===== src/lsu_defines.svh =====
/* Shared constants of the RV32 load/store unit.
   Include wherever widths, opcodes, funct3 codes or AHB size codes are needed. */

`ifndef LSU_DEFINES_SVH
`define LSU_DEFINES_SVH

// ==============================
// Data path
// ==============================
`define LSU_XLEN 32

// ==============================
// RV32 opcodes
// ==============================
`define LSU_OPC_LOAD  7'b0000011
`define LSU_OPC_STORE 7'b0100011

// ==============================
// funct3 codes
// ==============================
// Loads
`define LSU_F3_LB  3'b000
`define LSU_F3_LH  3'b001
`define LSU_F3_LW  3'b010
`define LSU_F3_LBU 3'b100
`define LSU_F3_LHU 3'b101

// Stores
`define LSU_F3_SB  3'b000
`define LSU_F3_SH  3'b001
`define LSU_F3_SW  3'b010

// AHB transfer size codes
`define LSU_HSIZE_BYTE 3'b000
`define LSU_HSIZE_HALF 3'b001
`define LSU_HSIZE_WORD 3'b010

`endif


===== src/lsu_pkg.sv =====
/* Types of the load/store unit: instruction formats, request and data-phase state.
   Modules import it inside their body and use scoped names in their port lists. */

`include "lsu_defines.svh"

package lsu_pkg;

   // I-type view, used by loads
   typedef struct packed {
      logic [11:0] imm12;
      logic [4:0]  rs1;
      logic [2:0]  funct3;
      logic [4:0]  rd;
      logic [6:0]  opcode;
   } i_fmt_t;

   // S-type view, used by stores
   typedef struct packed {
      logic [6:0] imm_hi;
      logic [4:0] rs2;
      logic [4:0] rs1;
      logic [2:0] funct3;
      logic [4:0] imm_lo;
      logic [6:0] opcode;
   } s_fmt_t;

   // Same word, two decodings
   typedef union packed {
      i_fmt_t i;
      s_fmt_t s;
   } inst_word_t;

   // Encoded like the AHB size so it maps straight through
   typedef enum logic [1:0] {
      MEM_BYTE = 2'd0,
      MEM_HALF = 2'd1,
      MEM_WORD = 2'd2
   } mem_size_t;

   typedef struct packed {
      logic                 valid;
      logic                 write;
      logic                 unsigned_ld;
      mem_size_t            size;
      logic [`LSU_XLEN-1:0] addr;
      logic [4:0]           rd;
      logic [`LSU_XLEN-1:0] store_data;
   } mem_req_t;

   // State kept while a transfer sits in its data phase
   typedef struct packed {
      logic      active;
      logic      write;
      logic      unsigned_ld;
      mem_size_t size;
      logic [1:0] offset;
      logic [4:0] rd;
   } dphase_t;

endpackage


===== src/lsu_decode.sv =====
/* Combinational decode of one load or store word into a memory request.
   Rebuilds the immediate, forms the byte address and flags illegal words. */

`timescale 1ns/1ps
`include "lsu_defines.svh"

module lsu_decode (
   input  lsu_pkg::inst_word_t  inst,
   input  logic                 inst_valid,
   input  logic [`LSU_XLEN-1:0] rs1_value,
   input  logic [`LSU_XLEN-1:0] rs2_value,
   output lsu_pkg::mem_req_t    req,
   output logic                 illegal_instruction
);
   import lsu_pkg::*;

   logic                 is_load;
   logic                 is_store;
   logic                 f3_ok;
   logic                 misaligned;
   logic                 legal;
   logic                 unsigned_ld;
   mem_size_t            size;
   logic [`LSU_XLEN-1:0] imm_sext;
   logic [`LSU_XLEN-1:0] addr;

   assign is_load  = (inst.i.opcode == `LSU_OPC_LOAD);
   assign is_store = (inst.s.opcode == `LSU_OPC_STORE);

   // ==============================
   // Immediate and address
   // ==============================
   always_comb begin
      if (is_store) begin
         imm_sext = {{20{inst.s.imm_hi[6]}}, inst.s.imm_hi, inst.s.imm_lo};
      end else begin
         imm_sext = {{20{inst.i.imm12[11]}}, inst.i.imm12};
      end
   end

   assign addr = rs1_value + imm_sext;

   // ==============================
   // funct3 to size and signedness
   // ==============================
   always_comb begin
      size        = MEM_WORD;
      unsigned_ld = 1'b0;
      f3_ok       = 1'b0;
      if (is_load) begin
         case (inst.i.funct3)
            `LSU_F3_LB: begin
               size  = MEM_BYTE;
               f3_ok = 1'b1;
            end
            `LSU_F3_LH: begin
               size  = MEM_HALF;
               f3_ok = 1'b1;
            end
            `LSU_F3_LW: begin
               size  = MEM_WORD;
               f3_ok = 1'b1;
            end
            `LSU_F3_LBU: begin
               size        = MEM_BYTE;
               unsigned_ld = 1'b1;
               f3_ok       = 1'b1;
            end
            `LSU_F3_LHU: begin
               size        = MEM_HALF;
               unsigned_ld = 1'b1;
               f3_ok       = 1'b1;
            end
            default: f3_ok = 1'b0;
         endcase
      end else if (is_store) begin
         case (inst.s.funct3)
            `LSU_F3_SB: begin
               size  = MEM_BYTE;
               f3_ok = 1'b1;
            end
            `LSU_F3_SH: begin
               size  = MEM_HALF;
               f3_ok = 1'b1;
            end
            `LSU_F3_SW: begin
               size  = MEM_WORD;
               f3_ok = 1'b1;
            end
            default: f3_ok = 1'b0;
         endcase
      end
   end

   // Half needs bit 0 clear, word needs both low bits clear
   always_comb begin
      case (size)
         MEM_HALF: misaligned = addr[0];
         MEM_WORD: misaligned = |addr[1:0];
         default:  misaligned = 1'b0;
      endcase
   end

   // f3_ok is only ever set for a load or store opcode
   assign legal = f3_ok & ~misaligned;

   always_comb begin
      req.valid       = inst_valid & legal;
      req.write       = is_store;
      req.unsigned_ld = unsigned_ld;
      req.size        = size;
      req.addr        = addr;
      // rd bits of an S-type word hold imm_lo
      req.rd          = is_load ? inst.i.rd : 5'd0;
      req.store_data  = rs2_value;
   end

   assign illegal_instruction = inst_valid & ~legal;

endmodule


===== src/lsu_store_align.sv =====
/* Moves store data onto the byte lanes chosen by the address offset and
   derives the AHB transfer size for reads and writes alike. */

`timescale 1ns/1ps
`include "lsu_defines.svh"

module lsu_store_align (
   input  lsu_pkg::mem_req_t    req,
   output logic [`LSU_XLEN-1:0] wdata,
   output logic [2:0]           hsized
);
   import lsu_pkg::*;

   // ==============================
   // Lane placement
   // ==============================
   // Unused lanes stay zero
   always_comb begin
      case (req.size)
         MEM_BYTE: begin
            wdata = {24'b0, req.store_data[7:0]} << {req.addr[1:0], 3'b000};
         end
         MEM_HALF: begin
            wdata = {16'b0, req.store_data[15:0]} << {req.addr[1], 4'b0000};
         end
         default: begin
            wdata = req.store_data;
         end
      endcase
   end

   // ==============================
   // Transfer size
   // ==============================
   always_comb begin
      case (req.size)
         MEM_BYTE: hsized = `LSU_HSIZE_BYTE;
         MEM_HALF: hsized = `LSU_HSIZE_HALF;
         default:  hsized = `LSU_HSIZE_WORD;
      endcase
   end

endmodule


===== src/lsu_load_align.sv =====
/* Picks the loaded byte or halfword out of the read word and extends it.
   Driven by the offset and size captured for the data phase. */

`timescale 1ns/1ps
`include "lsu_defines.svh"

module lsu_load_align (
   input  lsu_pkg::dphase_t     dphase,
   input  logic [`LSU_XLEN-1:0] hrdatad,
   output logic [`LSU_XLEN-1:0] load_value
);
   import lsu_pkg::*;

   logic [7:0]  byte_sel;
   logic [15:0] half_sel;
   logic        byte_fill;
   logic        half_fill;

   // Lane select from the captured offset
   assign byte_sel = hrdatad[{dphase.offset, 3'b000} +: 8];
   assign half_sel = hrdatad[{dphase.offset[1], 4'b0000} +: 16];

   // Sign bit, or zero for LBU/LHU
   assign byte_fill = byte_sel[7] & ~dphase.unsigned_ld;
   assign half_fill = half_sel[15] & ~dphase.unsigned_ld;

   always_comb begin
      case (dphase.size)
         MEM_BYTE: load_value = {{24{byte_fill}}, byte_sel};
         MEM_HALF: load_value = {{16{half_fill}}, half_sel};
         default:  load_value = hrdatad;
      endcase
   end

endmodule


===== src/lsu_phase_ctrl.sv =====
/* Address/data phase tracking of the data port: registers write data and
   data-phase state on acceptance, and produces stall and register write-back. */

`timescale 1ns/1ps
`include "lsu_defines.svh"

module lsu_phase_ctrl (
   input  logic                 clk,
   input  logic                 rst_n,
   input  lsu_pkg::mem_req_t    req,
   input  logic [`LSU_XLEN-1:0] wdata,
   input  logic                 hreadyd,
   input  logic [`LSU_XLEN-1:0] load_value,
   output lsu_pkg::dphase_t     dphase,
   output logic [`LSU_XLEN-1:0] hwdatad,
   output logic                 htransd,
   output logic                 stall,
   output logic                 wb_valid,
   output logic [4:0]           wb_rd,
   output logic [`LSU_XLEN-1:0] wb_data
);
   import lsu_pkg::*;

   dphase_t              dphase_q;
   logic [`LSU_XLEN-1:0] wdata_q;

   // ==============================
   // Address phase
   // ==============================
   // Not gated by stall so the next address phase overlaps the data phase
   assign htransd = req.valid;

   // ==============================
   // Data-phase registers
   // ==============================
   // hreadyd high ends the current data phase and accepts the next request
   always_ff @(posedge clk or negedge rst_n) begin
      if (!rst_n) begin
         dphase_q <= '0;
         wdata_q  <= '0;
      end else if (hreadyd) begin
         dphase_q.active      <= req.valid;
         dphase_q.write       <= req.write;
         dphase_q.unsigned_ld <= req.unsigned_ld;
         dphase_q.size        <= req.size;
         dphase_q.offset      <= req.addr[1:0];
         dphase_q.rd          <= req.rd;
         if (req.valid) begin
            wdata_q <= wdata;
         end
      end
   end

   assign dphase  = dphase_q;
   assign hwdatad = wdata_q;

   // ==============================
   // Stall and write-back
   // ==============================
   assign stall = dphase_q.active & ~hreadyd;

   // Loads only, and never to x0
   assign wb_valid = dphase_q.active & ~dphase_q.write & hreadyd & (|dphase_q.rd);
   assign wb_rd    = dphase_q.rd;
   assign wb_data  = load_value;

endmodule


===== src/lsu_top.sv =====
/* Top level of the RV32 load/store unit: core side on one end, AHB-lite
   data port on the other. Wiring only, the work lives in the four sub-blocks. */

`timescale 1ns/1ps
`include "lsu_defines.svh"

module lsu_top (
   input  logic                 clk,
   input  logic                 rst_n,
   // Core side
   input  logic                 inst_valid,
   input  logic [31:0]          inst,
   input  logic [`LSU_XLEN-1:0] rs1_value,
   input  logic [`LSU_XLEN-1:0] rs2_value,
   output logic                 stall,
   output logic                 illegal_instruction,
   output logic                 wb_valid,
   output logic [4:0]           wb_rd,
   output logic [`LSU_XLEN-1:0] wb_data,
   // AHB-lite data port
   input  logic [`LSU_XLEN-1:0] hrdatad,
   input  logic                 hreadyd,
   output logic [`LSU_XLEN-1:0] haddrd,
   output logic                 htransd,
   output logic                 hwrited,
   output logic [2:0]           hsized,
   output logic [`LSU_XLEN-1:0] hwdatad
);
   import lsu_pkg::*;

   mem_req_t             req;
   dphase_t              dphase;
   logic [`LSU_XLEN-1:0] wdata;
   logic [`LSU_XLEN-1:0] load_value;

   lsu_decode u_decode (
      .inst                (inst),
      .inst_valid          (inst_valid),
      .rs1_value           (rs1_value),
      .rs2_value           (rs2_value),
      .req                 (req),
      .illegal_instruction (illegal_instruction)
   );

   lsu_store_align u_store_align (
      .req    (req),
      .wdata  (wdata),
      .hsized (hsized)
   );

   lsu_load_align u_load_align (
      .dphase     (dphase),
      .hrdatad    (hrdatad),
      .load_value (load_value)
   );

   lsu_phase_ctrl u_phase_ctrl (
      .clk        (clk),
      .rst_n      (rst_n),
      .req        (req),
      .wdata      (wdata),
      .hreadyd    (hreadyd),
      .load_value (load_value),
      .dphase     (dphase),
      .hwdatad    (hwdatad),
      .htransd    (htransd),
      .stall      (stall),
      .wb_valid   (wb_valid),
      .wb_rd      (wb_rd),
      .wb_data    (wb_data)
   );

   // Address phase straight from the decoded request
   assign haddrd  = req.addr;
   assign hwrited = req.write;

endmodule


===== config.mk =====
export PLATFORM = sky130hd
export DESIGN_NAME = lsu_top
export DESIGN_NICKNAME = d
export VERILOG_FILES = /design/src/lsu_pkg.sv /design/src/lsu_decode.sv /design/src/lsu_store_align.sv /design/src/lsu_load_align.sv /design/src/lsu_phase_ctrl.sv /design/src/lsu_top.sv
export VERILOG_INCLUDE_DIRS = /design/src
export SDC_FILE = /design/constraint.sdc
export NUM_CORES = 1
export LEC_CHECK = 0
export BUFFER_PORTS_ARGS = -buffer_cell sky130_fd_sc_hd__buf_2
export CORE_ASPECT_RATIO = 0.75
export CORE_UTILIZATION = 23
export DETAILED_ROUTE_END_ITERATION = 10
export GPL_ROUTABILITY_DRIVEN = 1
export HOLD_SLACK_MARGIN = 0.03
export PLACE_DENSITY = 0.58
export SYNTH_ARGS = -nofsm -noshare
export SYNTH_HDL_FRONTEND = slang
export SYNTH_SLANG_ARGS = --single-unit

===== constraint.sdc =====
create_clock -name clk -period 6 [get_ports clk]
set_clock_uncertainty 0.15 [all_clocks]
set_input_delay 1.2 -clock clk [delete_from_list [all_inputs] [get_ports clk]]
set_output_delay 1.2 -clock clk [all_outputs]
set_load 0.01 [all_outputs]

# Word-level counts from Yosys, hierarchy flattened
# Index checks and enable logic that the tools add are counted.
[word_totals]
out_inout_bits = 109
elab_cells = 62
register_bits = 44
[op_classes]
n_bitwise = 14
eq_ne = 9
n_shift = 4
add_sub_neg = 1
reduce_logical = 11
n_mux = 16
[ops]
columns = ["operator", "n"]
rows = [
  ["$pmux 32 s2", 2],
  ["$add 32x32->32", 1],
  ["$shiftx 32x6->16", 1],
  ["$shiftx 32x6->8", 1],
  ["$shl 16x5->32", 1],
  ["$shl 8x5->32", 1],
  ["$pmux 2 s2", 3],
  ["$mux 5", 2],
  ["$reduce_or 5->1", 2],
  ["$and 1x1->1", 9],
  ["$reduce_or 2->1", 4],
  ["$eq 7x2->1 const B", 1],
  ["$eq 7x6->1 const B", 1],
  ["$eq 3x3->1 const B", 2],
  ["$mux 1", 6],
  ["$not 1->1", 5],
  ["$eq 2x1->1 const B", 2],
  ["$logic_not 2->1", 2],
  ["$mux 2", 2],
  ["$eq 3x1->1 const B", 1],
  ["$eq 3x2->1 const B", 1],
  ["$logic_not 3->1", 1],
  ["$reduce_or 3->1", 1],
  ["$eq 2x2->1 const B", 1],
  ["other kinds (2)", 2],
]

# Depth between registers and ports, before layout
# Gate-level depths: netlist of run 1.
[depth]
word_depth = 10
depth_mapped = 15
depth_no_buf = 14

# Modules after synthesis
# From an unflattened synthesis of run 1, not the netlist that was laid out.
[unflattened]
cells_unflattened = 650
area_unflattened_um2 = 5584.1
[by_module_without_submodules]
columns = ["module", "seq_area_each_um2", "cells_per_inst", "area_each_um2", "instances"]
rows = [
  ["lsu_decode", 0.0, 323, 2280.9, 1],
  ["lsu_phase_ctrl", 1101.1, 136, 2058.2, 1],
  ["lsu_load_align", 0.0, 117, 714.4, 1],
  ["lsu_store_align", 0.0, 74, 530.5, 1],
]

# Worst setup path after synthesis of run 1
# No wires, ideal clock.
[synth_path]
kind = "input to output"
from = "input port inst[3]"
to = "output port haddrd[30]"
path_slack_ns = 0.720
n_path_buf = 1
cell_stages = 15
arrival_time_ns = 3.930
cell_sequence = "nor4_1 > and3_1 > nand2_1 > mux2_2 > ha_1 > inv_1 > fa_1 > nand2b_1 > a21oi_1 > o2111a_1 > o21ai_1 > and3_1 > o31ai_2 > xor2_1 > buf_4"
[synth_lines]
columns = ["item", "line_no", "text"]
rows = [
  ["start, declared", "lsu_top.sv:12", "input logic [31:0] inst,"],
  ["end, declared", "lsu_top.sv:23", "output logic [`LSU_XLEN-1:0] haddrd,"],
]

# Final worst setup path of run 1
[layout_path]
from = "input port inst[3]"
to = "output port haddrd[30]"
[layout_via]
elab_chain_cells = 3
[layout_rtl]
columns = ["item", "line_no", "text"]
rows = [
  ["$eq 7x6->1 (no line)", "-", ""],
  ["$mux 5", "lsu_decode.sv:34", "if (is_store) begin"],
  ["$add 32x32->32", "lsu_decode.sv:41", "assign addr = rs1_value + imm_sext;"],
]
# No other way between the ends.

==> flow_summary.json, run 1 <==
{
  "tightest_slew_ns": 1.20,
  "wirelength_um": 16500,
  "maxSlewViolCount": 0,
  "fin_crit_sh_pct": 95.3,
  "layout-drive-gt1-share_pct": 34.1,
  "finalCriticalPeriod_ns": 5.72,
  "die_h_um": 126,
  "cts_tree": "yes",
  "worstPathMaxFanout": 3,
  "status": "completed",
  "first_pass_iters": 5,
  "arrival_ns": 4.37,
  "nFillCells": 2166,
  "clock.fmax_mhz": 175,
  "synth.area.top_cells": "dfrtp_1, nand2_1, ha_1",
  "wl_per_cell_um": 15.6,
  "yosysSeqAreaShare_pct": 23.3,
  "grtUsageTotal_pct": 14.9,
  "drt_iter0_drc": 379,
  "syn_to_final_growth_pct": 27.9,
  "cts_made_buffers": 5,
  "synth_top_area_share_pct": 23.3,
  "hold_path.class": "reg -> reg",
  "via_per_inst": 4.83,
  "powerDensity_mw_per_mm2": 182,
  "critPathRequiredTime_ns": 4.65,
  "cts_root_buffer": "clkbuf_16",
  "rsz0062_at_grt": "no",
  "htree_levels": 2,
  "die_w_um": 167,
  "grt_pass1_vias": 4563,
  "total_power_mw": 1.10,
  "finalSetupViolCount": 0,
  "synthFlopType": "dfrtp_1",
  "yosysTopAreaCell": "dfrtp_1",
  "io_buffers": 234,
  "syn_area_per_cell_um2": 7.54,
  "num_io_pins": 241,
  "place_congestion": 0.859,
  "grt_overflow": 0,
  "syn_area_mm2": 0.00472,
  "path_clk_slew_ns": 0.07,
  "synth_edf_count": 0,
  "synthCells": 626,
  "hold_viol_final": 0,
  "clock_sink_count": 44,
  "drc": 0,
  "ant_nets": 0,
  "maxCapViolCount": 0,
  "start_kind": "primary input",
  "cts_buffer_depth": 2,
  "critPathKind": "in -> out",
  "syn-num-nets": 793,
  "p_leak_nw": 3.18,
  "initial_utilization_pct": 23.9,
  "setup_tns_ns": 0,
  "multiInputGateArea_mm2": 0.00314,
  "grt_max_degree": 65,
  "ys_types": 57,
  "num_vias": 5116,
  "seqCellArea_mm2": 0.00110,
  "max_slew_margin_pct": 19.7,
  "vdd_drop_max_mv": 0.100,
  "cp-end-kind": "output port",
  "synth-async-reset-ratio_pct": 100,
  "fin_nets": 973,
  "place_hpwl_um": 13100,
  "antenna_found_initial": 2,
  "ys_ff_latch": 44,
  "dieArea_mm2": 0.0211,
  "core_mm2": 0.0197,
  "diodes": 0,
  "yosys_warnings": 0,
  "clk_latency_ns": 0.29,
  "grt_pass1_wl_um": 25200,
  "row_count": 44
}
worst max-delay path, cell delays in order:
cell and delay [ns]:
buf_2 0.09, nor4_1 0.24, and3_1 0.24, nand2_1 0.16
mux2_2 0.28, ha_1 0.20, inv_1 0.06, fa_1 0.40
nand2b_1 0.20, a21oi_2 0.20, o2111a_1 0.24, o21ai_1 0.08
and3_1 0.18, o31ai_2 0.23, xor2_1 0.18, buf_2 0.17
timing repair:
item,CTS,global route
setup endpoints to repair,0,3
resized for setup,0,3
setup buffers,0,1
hold buffers,0,0
hold endpoints to repair,0,0
final timing paths:
path,start,end,slack [ns],cells past startpoint
setup / recovery,inst[3],haddrd[30],0.28,16
hold / removal,u_phase_ctrl.hwdatad[9],u_phase_ctrl.hwdatad[9],0.33,2
setup reg to reg,u_phase_ctrl.dphase[8],u_phase_ctrl.dphase[8],4.49,2
hold reg to reg,u_phase_ctrl.hwdatad[9],u_phase_ctrl.hwdatad[9],0.33,2
max in group asynchronous,rst_n,u_phase_ctrl.dphase[6],4.08,1
min in group asynchronous,rst_n,u_phase_ctrl.hwdatad[26],0.95,1
final cells by class:
class,count,area share (%)
flip-flops and latches,44,18.3
multi-input cells,492,52.0
clock buffers,5,2.07
well taps,253,5.25
repair buffers,241,20.3
inverters,22,1.37
clock inverters,3,0.767
cells by family after synthesis:
logic type | Yosys count | share of synthesized area, %
muxes | 13 | 3.32
AOI/OAI and AO/OA | 197 | 27.5
adders and majority gates | 35 | 9.44
buffers and inverters | 90 | 10.5
DFF | 44 | 23.3
xor gates and xnor gates | 31 | 5.76
and+or+nand+nor | 215 | 20.1
other | 1 | 0.0795
Yosys cell counts (2+ instances only):
cell	instances
clkbuf_1	20
nor3_1	4
and2_1	3
o21ai_1	29
mux2_2	11
a221o_1	7
o21a_1	5
inv_1	22
buf_2	7
clkbuf_2	3
nand2_1	140
o21bai_1	5
buf_4	38
a31oi_1	4
xnor2_1	18
a22o_1	7
nor4_1	3
a21o_1	7
ha_1	34
o211ai_1	5
a211oi_2	3
and4_1	2
nor2_1	21
nand3_1	5
and3_1	3
a22oi_1	32
dfrtp_1	44
nand2b_1	21
and3b_1	2
a21oi_1	37
o21ai_0	39
nor2b_1	6
a211oi_1	3
xor2_1	13
power breakdown:
group          total [mW]  switching, mW  internal, mW
registers           0.315         0.0115         0.303
clock network       0.330          0.132         0.198
logic               0.452          0.257         0.195
total                1.10          0.400         0.696
registers in the layout, indices dropped and copies added (netlist names):
| register | cells |
|---|---|
| u_phase_ctrl.hwdatad | 32 |
| u_phase_ctrl.dphase | 7 |
| u_phase_ctrl.wb_rd | 5 |
per-stage QoR:
| step | area (um^2) | setup WS (ns) | utilization [%] | cells | hold WS (ns) |
|---|---|---|---|---|---|
| floorplan | 4720 | 0.720 | - | 626 | 0.332 |
| CTS | 6010 | 0.0615 | 30.5 | 1059 | 0.332 |
| finish | 6030 | 0.281 | 30.6 | 1060 | 0.325 |
| global route | 6030 | 0.0366 | 30.6 | 1060 | 0.358 |
| global placement | 5840 | 0.168 | 29.6 | 1051 | 0.309 |
| detailed placement | 5840 | 0.0849 | 29.6 | 1051 | 0.316 |
routing by layer:
metal / vias to the layer above / global-route usage, % / wire length (um) / share of wire, %
met1: 2353 / 20.7 / 7710 / 47
met4: 4 / 3.02 / 139 / 0.84
met5: - / 0 / 22 / 0.13
met2: 219 / 23.5 / 7290 / 44
li1: 2529 / - / - / -
met3: 11 / 3.36 / 1350 / 8.2
layout by cell type, fill, tap and decap left out, types with 11 or more instances in the layout:
cell / instances
inv_1: 22
mux2_2: 11
a22oi_1: 32
o21ai_1: 30
nor2_1: 20
a21oi_1: 36
ha_1: 34
xor2_1: 13
o21ai_0: 38
nand2b_1: 21
nand2_1: 140
dfrtp_1: 44
xnor2_1: 18
buf_2: 234
No activity file was read; power rests on OpenSTA's default activity.
==> inputs of run 2 (changes only) <==
--- a/config.mk
+++ b/config.mk
@@ -13,6 +13,8 @@
 export GPL_ROUTABILITY_DRIVEN = 1
 export HOLD_SLACK_MARGIN = 0.03
 export PLACE_DENSITY = 0.58
+export REMOVE_ABC_BUFFERS = 1
+export SKIP_CTS_REPAIR_TIMING = 1
 export SYNTH_ARGS = -nofsm -noshare
 export SYNTH_HDL_FRONTEND = slang
 export SYNTH_SLANG_ARGS = --single-unit
==> run 2 against run 1 <==
  * Highest routed layer is now met4
  * Critical endpoint is now haddrd[16]
  * Combinational power barely moved
  * Worst hold slack improved by 0.0081 ns
  * Register-to-register slack barely moved
  * Count of clock-buffer cells in the layout did not move
  * Wire length fell by 4.2%
==> flow_summary.json, run 2 (synthesized netlist as in run 1, its figures left out) <==
{
  "path_cells": "buf_2 -> nor4_2 -> and3_1 -> nand2_1 -> mux2_2 -> ha_1 -> inv_1 -> fa_1 -> nand2b_1 -> a21oi_2 -> o2111a_1 -> or2_1 -> a31oi_1 -> o21ai_1 -> xor2_1 -> buf_2",
  "grt_max_degree": 45,
  "max_slew_margin_pct": 22.1,
  "drt_iter0_drc": 316,
  "reg2reg_from": "u_phase_ctrl.dphase[8]",
  "drc": 0,
  "critPathKind": "in -> out",
  "status": "completed",
  "worst_path_max_delay_cell": "fa_1",
  "hold_path.class": "reg -> reg",
  "wirelength_um": 15800,
  "finalSetupViolCount": 0,
  "die_h_um": 126,
  "grt_pass1_wl_um": 25000,
  "finalCriticalPeriod_ns": 5.69,
  "die_w_um": 167,
  "vdd_drop_max_mv": 0.110,
  "cp_num_buf_inv": 3,
  "htree_levels": 2,
  "hold-path-cell-count": 2,
  "cp-end-kind": "output port",
  "reg2reg_slack_ns": 4.50,
  "worstPathMaxFanout": 3,
  "core_mm2": 0.0197,
  "grtUsageTotal_pct": 14.7,
  "row_count": 44,
  "clock.fmax_mhz": 176,
  "place_hpwl_um": 12700,
  "place_congestion": 0.852,
  "rsz0062_at_grt": "no",
  "final_common_cell": "buf_2",
  "r2r_end": "u_phase_ctrl.dphase[8]",
  "layoutNonFillerInstCount": 1061,
  "slowest_delay_ns": 0.40,
  "clock_sink_count": 44,
  "layout-drive-gt1-share_pct": 34.2,
  "initial_utilization_pct": 23.9,
  "path_clk_slew_ns": 0.07,
  "critPathRequiredTime_ns": 4.65,
  "cts_buffer_depth": 2,
  "cts_tree": "yes",
  "maxCapViolCount": 0,
  "maxSlewViolCount": 0,
  "cts_root_buffer": "clkbuf_16",
  "via_per_inst": 4.69,
  "io_buffers": 234,
  "path_common_cell": "buf_2",
  "first_pass_iters": 4,
  "grt_overflow": 0,
  "largest_reg_flops": 32,
  "nFillCells": 2163,
  "critPathTopFamily": "simple AND/OR/NAND/NOR gates",
  "clk_latency_ns": 0.28,
  "r2r_cells": 2,
  "grt_pass1_vias": 4757,
  "hold_path.startpoint": "u_phase_ctrl.hwdatad[23]",
  "powerDensity_mw_per_mm2": 180,
  "tightest_slew_ns": 1.17,
  "hold_viol_final": 0,
  "cts_made_buffers": 5,
  "final_cell_mix": "buf_2, nand2_1, dfrtp_1",
  "wl_per_cell_um": 14.9,
  "arrival_ns": 4.34,
  "fin_nets": 973,
  "setup_tns_ns": 0,
  "fin_crit_sh_pct": 94.9,
  "syn_to_final_growth_pct": 28.1,
  "dieArea_mm2": 0.0211,
  "num_vias": 4974,
  "antenna_found_initial": 1,
  "min_to": "u_phase_ctrl.hwdatad[23]",
  "num_io_pins": 241,
  "ant_nets": 0,
  "dp.cells": 1052,
  "start_kind": "primary input",
  "p_leak_nw": 3.18
}
run 2: per-stage QoR:
stage          utilization, %  setup slack (ns)  cell area [um^2]  hold WS (ns)  total power [mW]
2_1_floorplan               -             0.750              4310         0.332             0.581
3_3_place_gp             29.7             0.245              5850         0.313             0.768
3_5_place_dp             29.7             0.267              5850         0.321             0.766
4_1_cts                  30.6             0.234              6020         0.335              1.10
5_1_grt                  30.6            0.0609              6040         0.358              1.16
6_report                 30.7             0.308              6040         0.334              1.09
run 2: worst max path at each step:
stage                     startpoint          to  slack [ns]  depth (start not counted)
after floorplan              inst[3]  haddrd[30]        0.75                         14
after global placement       inst[3]  haddrd[26]        0.25                         16
after CTS                    inst[3]  haddrd[16]        0.23                         16
after detailed placement     inst[3]  haddrd[16]        0.27                         16
after global routing         inst[3]  haddrd[16]        0.06                         16
final                        inst[3]  haddrd[16]        0.31                         16
run 2: cell type report:
class	instances	area, um^2	share of cell area (%)
diodes	1	2.50	0.0414
clock buffers	5	125	2.07
clock inverters	3	47.5	0.787
inverters	22	82.6	1.37
multi-input cells	492	3140	52.0
flip-flops and latches	44	1100	18.2
well taps	253	317	5.24
repair buffers	241	1220	20.3
run 2: worst min-delay path: stages, from the launching register on:
cell and delay (ns):
dfrtp_1 0.34, nand2_1 0.05, o21ai_1 0.06
run 2: per-layer routing:
metal | part of all wire [%] | GRT usage (%)
met1 | 48 | 20.4
met2 | 44 | 23.4
met3 | 7.3 | 3.27
met4 | 0.75 | 2.91
met5 | 0 | 0
run 2: report_power, final:
part	switching [mW]	internal [mW]	total [mW]
Combinational	0.255	0.194	0.449
Clock	0.124	0.198	0.322
Sequential	0.0113	0.303	0.314
Total	0.390	0.695	1.09
